[src/wb_params.svh]
`ifndef WB_PARAMS_SVH
`define WB_PARAMS_SVH

// =========================================================================
// datapath sizing
// =========================================================================

// width of one data word
`define WB_DATA_WIDTH 32

// destination register number width, enough for the whole register file
`define WB_REG_ADDR_WIDTH 6

// register file entries, entry 0 always reads zero
`define WB_NUM_REGS 64

// one quotient bit per iteration
`define WB_DIV_ITERS 32

// data memory depth in words, word addressed
`define WB_MEM_WORDS 256

`endif

[src/wb_pkg.sv]
`include "wb_params.svh"

package wb_pkg;

    typedef logic [`WB_DATA_WIDTH-1:0] data_t;

    typedef logic [`WB_REG_ADDR_WIDTH-1:0] reg_addr_t;

    // cond bit that picks the remainder over the quotient for a divide
    localparam int COND_DIV_REM = 0;

    // cond bit that marks a memory op as a store, clear means load
    localparam int COND_MEM_STORE = 2;

    // =====================================================================
    // micro-op as it arrives from EX2
    // =====================================================================

    typedef struct packed {
        logic       ins_div;
        logic       ins_mem;
        logic [3:0] cond;
        logic [1:0] spare;
    } uop_t;

endpackage

[src/divider.sv]
`timescale 1ns/1ps
`include "wb_params.svh"

module divider (
    input  logic          clk,
    input  logic          aresetn,
    input  logic          flush,
    input  logic          div_start,
    input  wb_pkg::data_t dividend,
    input  wb_pkg::data_t divisor,
    output wb_pkg::data_t quotient,
    output wb_pkg::data_t remainder,
    output logic          busy,
    output logic          div_ready
);
    import wb_pkg::*;

    localparam int W     = `WB_DATA_WIDTH;
    localparam int CNT_W = $clog2(`WB_DIV_ITERS + 1);

    logic [CNT_W-1:0] iter_cnt;
    logic             iter_done;

    // dividend bits leave at the top of q_work while quotient bits enter below
    data_t            q_work;
    data_t            d_work;
    data_t            r_work;
    logic [W:0]       r_shift;
    logic [W:0]       r_trial;
    logic             sub_ok;

    assign iter_done = (iter_cnt == CNT_W'(`WB_DIV_ITERS));

    // one restoring step, a zero divisor always subtracts and so yields
    // an all-ones quotient with the dividend left as the remainder
    assign r_shift = {r_work, q_work[W-1]};
    assign r_trial = r_shift - {1'b0, d_work};
    assign sub_ok  = (r_shift >= {1'b0, d_work});

    // =====================================================================
    // control
    // =====================================================================

    always_ff @(posedge clk) begin
        if (!aresetn) begin
            busy      <= 1'b0;
            div_ready <= 1'b0;
            iter_cnt  <= '0;
        end else if (flush) begin
            busy      <= 1'b0;
            div_ready <= 1'b0;
            iter_cnt  <= '0;
        end else if (busy) begin
            if (iter_done) begin
                busy      <= 1'b0;
                div_ready <= 1'b1;
            end else begin
                iter_cnt <= iter_cnt + 1'b1;
            end
        end else begin
            div_ready <= 1'b0;
            if (div_start) begin
                busy     <= 1'b1;
                iter_cnt <= '0;
            end
        end
    end

    // =====================================================================
    // shift-subtract datapath
    // =====================================================================

    always_ff @(posedge clk) begin
        if (!busy && div_start) begin
            q_work <= dividend;
            d_work <= divisor;
            r_work <= '0;
        end else if (busy && !iter_done) begin
            q_work <= {q_work[W-2:0], sub_ok};
            r_work <= sub_ok ? r_trial[W-1:0] : r_shift[W-1:0];
        end
        // results stay put until the next division finishes
        if (busy && iter_done && !flush) begin
            quotient  <= q_work;
            remainder <= r_work;
        end
    end

endmodule

[config.mk]
export PLATFORM = sky130hd
export DESIGN_NAME = divider
export DESIGN_NICKNAME = d
export VERILOG_FILES = /design/src/wb_pkg.sv /design/src/divider.sv
export VERILOG_INCLUDE_DIRS = /design/src
export SDC_FILE = /design/constraint.sdc
export NUM_CORES = 1
export LEC_CHECK = 0
export ABC_AREA = 1
export BUFFER_PORTS_ARGS = -buffer_cell sky130_fd_sc_hd__clkbuf_2
export CAP_MARGIN = 20
export CORE_MARGIN = 1
export CORE_UTILIZATION = 62
export DETAILED_ROUTE_END_ITERATION = 7
export PLACE_DENSITY = 0.94
export RECOVER_POWER = 25
export SETUP_SLACK_MARGIN = 0.02
export SYNTH_ARGS = -nofsm -noshare
export SYNTH_HDL_FRONTEND = slang
export SYNTH_SLANG_ARGS = --single-unit
[constraint.sdc]
create_clock -name clk -period 17.55 [get_ports clk]
set_clock_uncertainty 0.1 [all_clocks]
set_input_delay 0.8775 -clock clk [delete_from_list [all_inputs] [get_ports clk]]
set_output_delay 0.8775 -clock clk [all_outputs]
set_load 0.01 [all_outputs]
==> metrics <==
status completed; CP required 17530 ps; post-synthesis sequential area ratio 52.3%; CORE AREA 13900 um^2; setup slack, reg-to-reg 14650 ps; most common cell in the synthesized netlist nand2_1; ys async rst share 0%; Util after Layout 73.9%; Tightest Pin Transition 789 ps; worst-path fanout max 45; crit path kind flop to flop; Arr. time, crit path 2880 ps; P_sw 0.230 mW; Hold Buf Count CTS 0; Placed Instance Area 9690 um^2; unrepaired setup endpoints after global routing no; # fillers 986; top cells by instance count after synthesis nand2_1, inv_1, edfxtp_1; synth warn 0; GRT Overall Usage 30.7%; worst vdd ir 0.0892 mV; final hold viol count 0; Max Cap Violations 0; Congestion Overflow GR 0; Rows 43; post-route ant nets 0; drt drc 0; Comb pwr share 7.3%; drt wl/cell 15.5 um; Flop pwr share 50.0%; antenna violations before repair 0; Sink Count 168; minimum clock period 2900 ps; vias in the first global route 7203; CP most frequent cell inv_1; I/O Pins 134; Hold Crit Start q_work[17]; via count 7477; Die W 122 um; Ant. Diodes 0; final setup TNS 0 ps; number of distinct library cells after synthesis 40; Hold Crit Class flop to flop; Syn Nets 1175; r2r startpoint iter_cnt[0]; Num CTS Buffers 17; Die Height 122 um; slew margin rel. 47.4%; postcts setup bufs 0; drt initial violations 760; Initial Util 63.7%; reg2reg end q_work[4]; top_reg_cell synth edfxtp_1; largest net degree at the start of global routing 64; fmax 344 MHz; H-tree levels 4; syn avg cell area 8.29 um^2; Startpoint Class flop; Worst-Skew Late Latency 440 ps; CP Capture Type flop; Die Area 14800 um^2; Lkg Pwr 5.18 nW; clock transition at the registers of the reported paths 70 ps; PortBufs 133; Placer Congestion 0.987; fin. max-slew vios 0; register bit total from synthesis 168; CTS tree done; cells on worst reg2reg path 9; Int Power 0.671 mW; Switching Share 25.5%; root buffer cell clkbuf_16; layout cells sized above 1 16.7%; Bufs on Longest Clock Path 2; leading area contributor after synthesis edfxtp_1; Vias/cell 5.34; Post-Syn Instances 1072; final setup violation count 0; synth top area cells edfxtp_1, nand2_1, dfxtp_1; WHS Endpoint quotient[17]; Syn Std Cell Area 8880 um^2; Largest stage delay, worst path 530 ps; Crit. Startpoint iter_cnt[0]; Final #Nets 1311; first-pass GRT wire length 34.4 mm; Clock power frac 42.7%; Final Cycle Share 16.5%; CP Cell Sequence inv_1 -> ha_1 -> nor3b_1 -> nand3_1 -> nand2_1 -> inv_2 -> nor2_4 -> inv_1 -> buf_4; slowest cell on the critical path inv_2; post-route cell area 10300 um^2; hold path cells 0; EDFF count, synth 128; power per cell area 87.5 nW/um^2; post-cts sizing count 0; DP Wirelength 15.5 mm; share of the synthesized area in the top cell type 43.3%; Area Growth Syn to Fin 15.9%; drt total wl 21.7 mm; First-pass DRT Iterations 5
==> worst max-delay path by stage <==
stage	slack (ps)	end	depth (start not counted)
5_1_grt	14530	q_work[4]	9
2_1_floorplan	11610	quotient[0]	1
3_5_place_dp	14710	q_work[4]	9
3_3_place_gp	14810	q_work[5]	9
6_report	14650	q_work[4]	9
4_1_cts	14690	q_work[4]	9
==> flip-flops by register name, indices dropped and copies added (netlist names) <==
| signal | flops |
|---|---|
| remainder | 32 |
| busy | 1 |
| d_work | 32 |
| iter_cnt | 6 |
| r_work | 32 |
| div_ready | 1 |
| q_work | 32 |
| quotient | 32 |
==> layer usage <==
metal	up-vias	part of all wire, %	global-route usage, %
li1	3657	-	-
met1	3414	41	37.7
met5	-	0	0
met2	350	49	51.6
met4	0	2.9	14.4
met3	56	7.2	6.60
==> logic make-up (layout without fill, tap and decap cells) <==
family          count (synthesis)  after routing  share of synthesized area [%]
compound gates                 52             52                           3.24
xor+xnor                       14             14                           1.38
fa+ha+maj                      35             35                           5.01
buf+inv                       212            361                           9.51
flops                         168            168                           52.3
simple gates                  591            591                           28.6
==> critical path, delay by kind of cell (launching register included) <==
kind / cells / cell delay (ps)
adders and majority gates: 1 / 200
and+or+nand+nor: 4 / 630
DFF: 1 / 390
buffers and inverters: 4 / 1200
==> final cells by class <==
| class | instances | area (um^2) | share of cell area, % |
|---|---|---|---|
| clock inverters | 15 | 181 | 1.76 |
| repair buffers | 138 | 703 | 6.83 |
| clock buffers | 17 | 425 | 4.13 |
| multi-input cells | 692 | 3400 | 33.0 |
| flip-flops and latches | 168 | 4640 | 45.1 |
| well taps | 180 | 225 | 2.19 |
| inverters | 191 | 717 | 6.96 |
==> power groups by stage <==
stage	clock network, mW	registers [mW]	logic (mW)
2_1_floorplan	0	0.457	0.0428
3_3_place_gp	0	0.458	0.0607
3_5_place_dp	0	0.459	0.0640
4_1_cts	0.386	0.451	0.0651
5_1_grt	0.402	0.452	0.0732
6_report	0.384	0.451	0.0657
==> placed cells by master (no fill, tap or decap), types with 3 or more instances in the layout <==
| cell type | instances |
|---|---|
| o21ai_0 | 5 |
| dfxtp_1 | 40 |
| and2_1 | 3 |
| o21ai_1 | 12 |
| nor2_2 | 5 |
| clkinv_1 | 5 |
| inv_8 | 5 |
| nand3_1 | 85 |
| nand4_1 | 7 |
| ha_1 | 34 |
| nor2_1 | 42 |
| a21oi_1 | 24 |
| buf_4 | 5 |
| inv_6 | 4 |
| clkinv_8 | 3 |
| xnor2_1 | 13 |
| edfxtp_1 | 128 |
| nor3_1 | 3 |
| nor2_4 | 3 |
| inv_1 | 179 |
| o21bai_1 | 3 |
| nand2_1 | 411 |
| clkbuf_2 | 133 |
| inv_2 | 8 |
| nand2_2 | 11 |
| clkbuf_16 | 17 |
| nand3b_1 | 12 |
==> metrics by stage <==
step / worst slack, ps / hold WS [ps] / power [mW] / cells
6_report: 14650 / 345 / 0.901 / 1401
5_1_grt: 14530 / 354 / 0.927 / 1401
4_1_cts: 14690 / 348 / 0.901 / 1401
3_5_place_dp: 14710 / 334 / 0.523 / 1369
3_3_place_gp: 14810 / 331 / 0.519 / 1369
2_1_floorplan: 11610 / 326 / 0.500 / 1072
Note: power is estimated with default switching activity, not from simulation.
