[src/wb_params.svh]
`ifndef WB_PARAMS_SVH
`define WB_PARAMS_SVH

// =========================================================================
// datapath sizing
// =========================================================================

// width of one data word
`define WB_DATA_WIDTH 32

// destination register number width, enough for the whole register file
`define WB_REG_ADDR_WIDTH 6

// register file entries, entry 0 always reads zero
`define WB_NUM_REGS 64

// one quotient bit per iteration
`define WB_DIV_ITERS 32

// data memory depth in words, word addressed
`define WB_MEM_WORDS 256

`endif

[src/wb_pkg.sv]
`include "wb_params.svh"

package wb_pkg;

    typedef logic [`WB_DATA_WIDTH-1:0] data_t;

    typedef logic [`WB_REG_ADDR_WIDTH-1:0] reg_addr_t;

    // cond bit that picks the remainder over the quotient for a divide
    localparam int COND_DIV_REM = 0;

    // cond bit that marks a memory op as a store, clear means load
    localparam int COND_MEM_STORE = 2;

    // =====================================================================
    // micro-op as it arrives from EX2
    // =====================================================================

    typedef struct packed {
        logic       ins_div;
        logic       ins_mem;
        logic [3:0] cond;
        logic [1:0] spare;
    } uop_t;

endpackage

[src/ex2_wb.sv]
`timescale 1ns/1ps

module ex2_wb (
    input  logic              clk,
    input  logic              aresetn,
    input  logic              flush,

    input  wb_pkg::uop_t      uop0,
    input  wb_pkg::uop_t      uop1,
    input  wb_pkg::data_t     ex2_result0,
    input  wb_pkg::data_t     ex2_result1,
    input  logic              ex2_result0_valid,
    input  logic              ex2_result1_valid,
    input  wb_pkg::reg_addr_t ex_rd0,
    input  wb_pkg::reg_addr_t ex_rd1,

    input  wb_pkg::data_t     quotient,
    input  wb_pkg::data_t     remainder,
    input  logic              div_ready,
    input  wb_pkg::data_t     dcache_data,
    input  logic              dcache_ready,

    output wb_pkg::data_t     wb_data0,
    output wb_pkg::data_t     wb_data1,
    output wb_pkg::reg_addr_t wb_rd0,
    output wb_pkg::reg_addr_t wb_rd1,
    output logic              wb_we0,
    output logic              wb_we1,
    output logic              wb_valid0,
    output logic              wb_valid1
);
    import wb_pkg::*;

    logic  sel_we0;
    logic  sel_we1;
    data_t sel_data0;
    data_t sel_data1;

    // =====================================================================
    // writeback source selection, ALU result first, then divide, then load
    // =====================================================================

    function automatic logic lane_select(
        input  uop_t  uop,
        input  logic  res_valid,
        input  data_t res,
        output data_t data
    );
        logic we;
        we = 1'b0;
        data = '0;
        if (res_valid) begin
            we = 1'b1;
            data = res;
        end else if (uop.ins_div) begin
            // the divide op stays parked here until the divider reports done
            we = div_ready;
            data = uop.cond[COND_DIV_REM] ? remainder : quotient;
        end else if (uop.ins_mem && !uop.cond[COND_MEM_STORE]) begin
            we = dcache_ready;
            data = dcache_data;
        end
        return we;
    endfunction

    always_comb begin
        sel_we0 = lane_select(uop0, ex2_result0_valid, ex2_result0, sel_data0);
        sel_we1 = lane_select(uop1, ex2_result1_valid, ex2_result1, sel_data1);
    end

    // =====================================================================
    // EX2/WB pipeline register
    // =====================================================================

    always_ff @(posedge clk) begin
        if (!aresetn || flush) begin
            wb_data0  <= '0;
            wb_data1  <= '0;
            wb_rd0    <= '0;
            wb_rd1    <= '0;
            wb_we0    <= 1'b0;
            wb_we1    <= 1'b0;
            wb_valid0 <= 1'b0;
            wb_valid1 <= 1'b0;
        end else begin
            // a lane with nothing to write presents all zeros
            wb_data0  <= sel_we0 ? sel_data0 : '0;
            wb_rd0    <= sel_we0 ? ex_rd0 : '0;
            wb_we0    <= sel_we0;
            wb_valid0 <= sel_we0;
            wb_data1  <= sel_we1 ? sel_data1 : '0;
            wb_rd1    <= sel_we1 ? ex_rd1 : '0;
            wb_we1    <= sel_we1;
            wb_valid1 <= sel_we1;
        end
    end

endmodule

[config.mk]
export PLATFORM = sky130hd
export DESIGN_NAME = ex2_wb
export DESIGN_NICKNAME = d
export VERILOG_FILES = /design/src/wb_pkg.sv /design/src/ex2_wb.sv
export VERILOG_INCLUDE_DIRS = /design/src
export SDC_FILE = /design/constraint.sdc
export NUM_CORES = 1
export LEC_CHECK = 0
export ABC_AREA = 1
export ABC_CLOCK_PERIOD_IN_PS = 2300
export BUFFER_PORTS_ARGS = -buffer_cell sky130_fd_sc_hd__buf_2
export CAP_MARGIN = 20
export CORE_MARGIN = 2
export CORE_UTILIZATION = 35
export CTS_BUF_LIST = sky130_fd_sc_hd__clkbuf_4 sky130_fd_sc_hd__clkbuf_8
export CTS_CLUSTER_DIAMETER = 60
export DETAILED_ROUTE_END_ITERATION = 6
export PLACE_DENSITY_LB_ADDON = 0.05
export SKIP_CTS_REPAIR_TIMING = 1
export SLEW_MARGIN = 15
export SYNTH_ARGS = -nofsm -noshare
export SYNTH_HDL_FRONTEND = slang
export SYNTH_SLANG_ARGS = --single-unit
export TNS_END_PERCENT = 30
[constraint.sdc]
create_clock -name clk -period 2.3 [get_ports clk]
set_input_delay 0 -clock clk [delete_from_list [all_inputs] [get_ports clk]]
set_output_delay 0 -clock clk [all_outputs]
set_load 0.005 [all_outputs]
==> results by group <==
Synth
  – Seq/Total Area, Yosys: 0.339
  – Net Count, Synth: 952
  – Area share of and/or/nand/nor cells after synthesis: 0.509
  – Syn_area_per_cell: 6.08 um2
  – Mux share of post-synthesis cell area: 0
  – Synth cell types: 21
  – Synth Cell Area: approximately 0.0046 mm2
  – Largest family of logic cells by synthesized area: simple AND/OR/NAND/NOR gates
  – Warnings from Yosys: 0
  – Adder-Cell Fraction of Synth Area: 0
  – Mapped Cells: ~760
  – Synth Area in Compound Gates: 0.0718
  – Yosys reg bits: 78
  – Post-synthesis xor/xnor area fraction: 0

GRT
  – Remaining global-route overflow: 0
  – GR Util met2: 0.415
  – Vias in the first global route: 5185
  – First-pass GRT wire length: about 28 mm
  – Met1 usage: 0.328
  – Met3 GRT Util: 0.0825
  – Largest net degree at the start of global routing: 37
  – Busiest grt layer: met2
  – Gr usage total: 0.255
  – Initial antenna violation count: 2

Status
  – Failing checks: negative hold slack
  – Run status: finished, violations left

Detailed routing
  – ANT nets after route: 0
  – Vias: 5886
  – Vias per std cell: 4.83
  – DRC errors left: 0
  – Initial DRC count: 413
  – Pre-antenna DRT Iters: 5
  – WL per Instance: 15.6 um
  – Routed wire length: 18.9 mm

Floorplanning
  – IO Count: 275
  – Height of the chip: 119 um
  – Die Width: roughly 120 um
  – Initial Utilization: 0.362
  – # rows: 41
  – Core area: 0.0127 mm2
  – Full die area: 0.0141 mm2

Setup path
  – Worst setup SP type: input port
  – Worst setup EP type: flip-flop
  – Crit path max fanout: 33
  – Critical Path RT: 2.60 ns
  – CP Class: in -> reg
  – Arr. time, crit path: ~1.5 ns

Timing
  – Fin crit period: 1.20 ns
  – Final setup viols: 0
  – Max-slew violation count: 0
  – Slew @ Worst Pin: 0.711 ns
  – TNS Setup: 0 ns
  – Final hold violations: 36
  – Final cycle utilization of the critical path: 0.523
  – Headroom to the max-slew limit: 0.524
  – Fmax: 831 MHz
  – Hold WS: -0.0395 ns
  – RSZ-0062 raised after global routing: no

Run
  – Max Cap Violations: 0

Power and ir drop
  – P_int: 2410 uW
  – Leak: approximately 0.0035 uW
  – Pwr Total: around 3400 uW
  – Max IR drop VDD: 426 uV
  – Clock power share: 0.341
  – Gate power share: 0.244
  – Switching part of the total: 0.293
  – Psw: 999 uW
  – Register share of total power: 0.415
  – PwrDens: 507 mW/mm2

Placement
  – Post-DP Area: around 0.006 mm2
  – Final HPWL DP: ~13 mm
  – GP Congestion: 0.850
  – I/O Buffers: 266
  – Dpl cells: 1155

Clock tree
  – Max clock buf depth: 2
  – CTS Buf Count: 9
  – Root buffer cell: clkbuf_8
  – CTS tree: yes
  – CTS clk-pin slew, worst paths: 0.08 ns
  – H-tree depth: 3
  – Sink Count: 78

Finish
  – Area Overhead vs Synth: 46.4%
  – Design Area, Final: 0.00674 mm2
  – Share of cells above drive strength 1: 0.351
  – Nets@finish: between 1000 and 1500
  – Non-filler instance count after layout: 1218

Worst hold path
  – Worst hold path type: in -> reg
## synth_stat cells
library cell | number | area, um2
buf_1 | 2 | 7.51
nand2_1 | 69 | 259
nand4_1 | 1 | 6.26
nand2_2 | 1 | 6.26
buf_4 | 2 | 15.0
dfxtp_1 | 78 | 1560
or2_0 | 6 | 37.5
inv_2 | 3 | 11.3
nand3_2 | 1 | 10.0
buf_2 | 27 | 135
nor2_4 | 1 | 11.3
inv_1 | 19 | 71.3
or2_2 | 58 | 363
nand3_1 | 128 | 641
nor2_1 | 267 | 1000
clkbuf_2 | 2 | 10.0
nor2_2 | 1 | 6.26
buf_6 | 3 | 33.8
clkbuf_1 | 22 | 82.6
o21ai_0 | 63 | 315
a21oi_1 | 3 | 15.0
## per-stage QoR
stage	setup slack, ns	util	hold slack [ns]
floorplan	1.56	-	0.112
global placement	0.751	0.476	0.213
detailed placement	0.729	0.476	0.219
CTS	1.14	0.494	-0.187
global route	0.979	0.529	0.00103
finish	1.10	0.529	-0.0395
## logic make-up (layout without fill, tap and decap cells)
kind of cell,Yosys count,count (layout)
buffers and inverters,80,367
and+or+nand+nor,533,533
AOI/OAI and AO/OA,66,66
other,0,2
DFF,78,78
## critical path: stages
cell and delay (ns):
buf_2 0.31, nand3_2 0.12, nand2_2 0.54, nand2_1 0.34, nor2_1 0.17
## state kept, by name, summed over array words and instances, names as in the netlist
register,flops
wb_data0,32
wb_data1,32
wb_rd0,6
wb_rd1,6
wb_valid0,1
wb_valid1,1
## per-layer routing
metal / part of all wire / vias to the layer above / wire (um)
met5: 0 / - / 0
met4: 0.017 / 0 / 330
met3: 0.093 / 28 / 1760
met2: 0.47 / 258 / 8950
met1: 0.42 / 2636 / 7900
li1: - / 2964 / -
## cell type report
class                           count  area [um2]
Inverter                           22        82.6
Tap cell                          172         215
Fill cell                        1401        5990
Multi-Input combinational cell    599        2680
Timing Repair Buffer              329        1970
Clock buffer                       14         186
Sequential cell                    78        1560
Antenna cell                        2        5.00
Clock inverter                      2        37.5
## cell usage in the layout, fill, tap and decap left out, types with 14 or more instances in the layout
cell type and instances:
buf_2 266, buf_4 14, dfxtp_1 78, dlygate4sd3_1 45
inv_1 19, nand2_1 69, nand3_1 128, nor2_1 266
o21ai_0 63, or2_2 58
## power by group through the flow
stage | registers [uW] | logic (uW) | clock network [uW]
2_1_floorplan | 1460 | 397 | 0
3_3_place_gp | 1450 | 762 | 0
5_1_grt | 1420 | 926 | 1250
3_5_place_dp | 1450 | 766 | 0
4_1_cts | 1420 | 767 | 1210
6_report | 1420 | 832 | 1160
## path summary, 6_finish.rpt
| path | from | to | slack, ns | cells past startpoint |
|---|---|---|---|---|
| max | uop0[6] | wb_rd0[2]$_SDFF_PP0_ | 1.10 | 5 |
| min | ex2_result0[26] | wb_data0[26]$_SDFF_PP0_ | -0.04 | 4 |
Note: power is estimated with default switching activity, not from simulation.
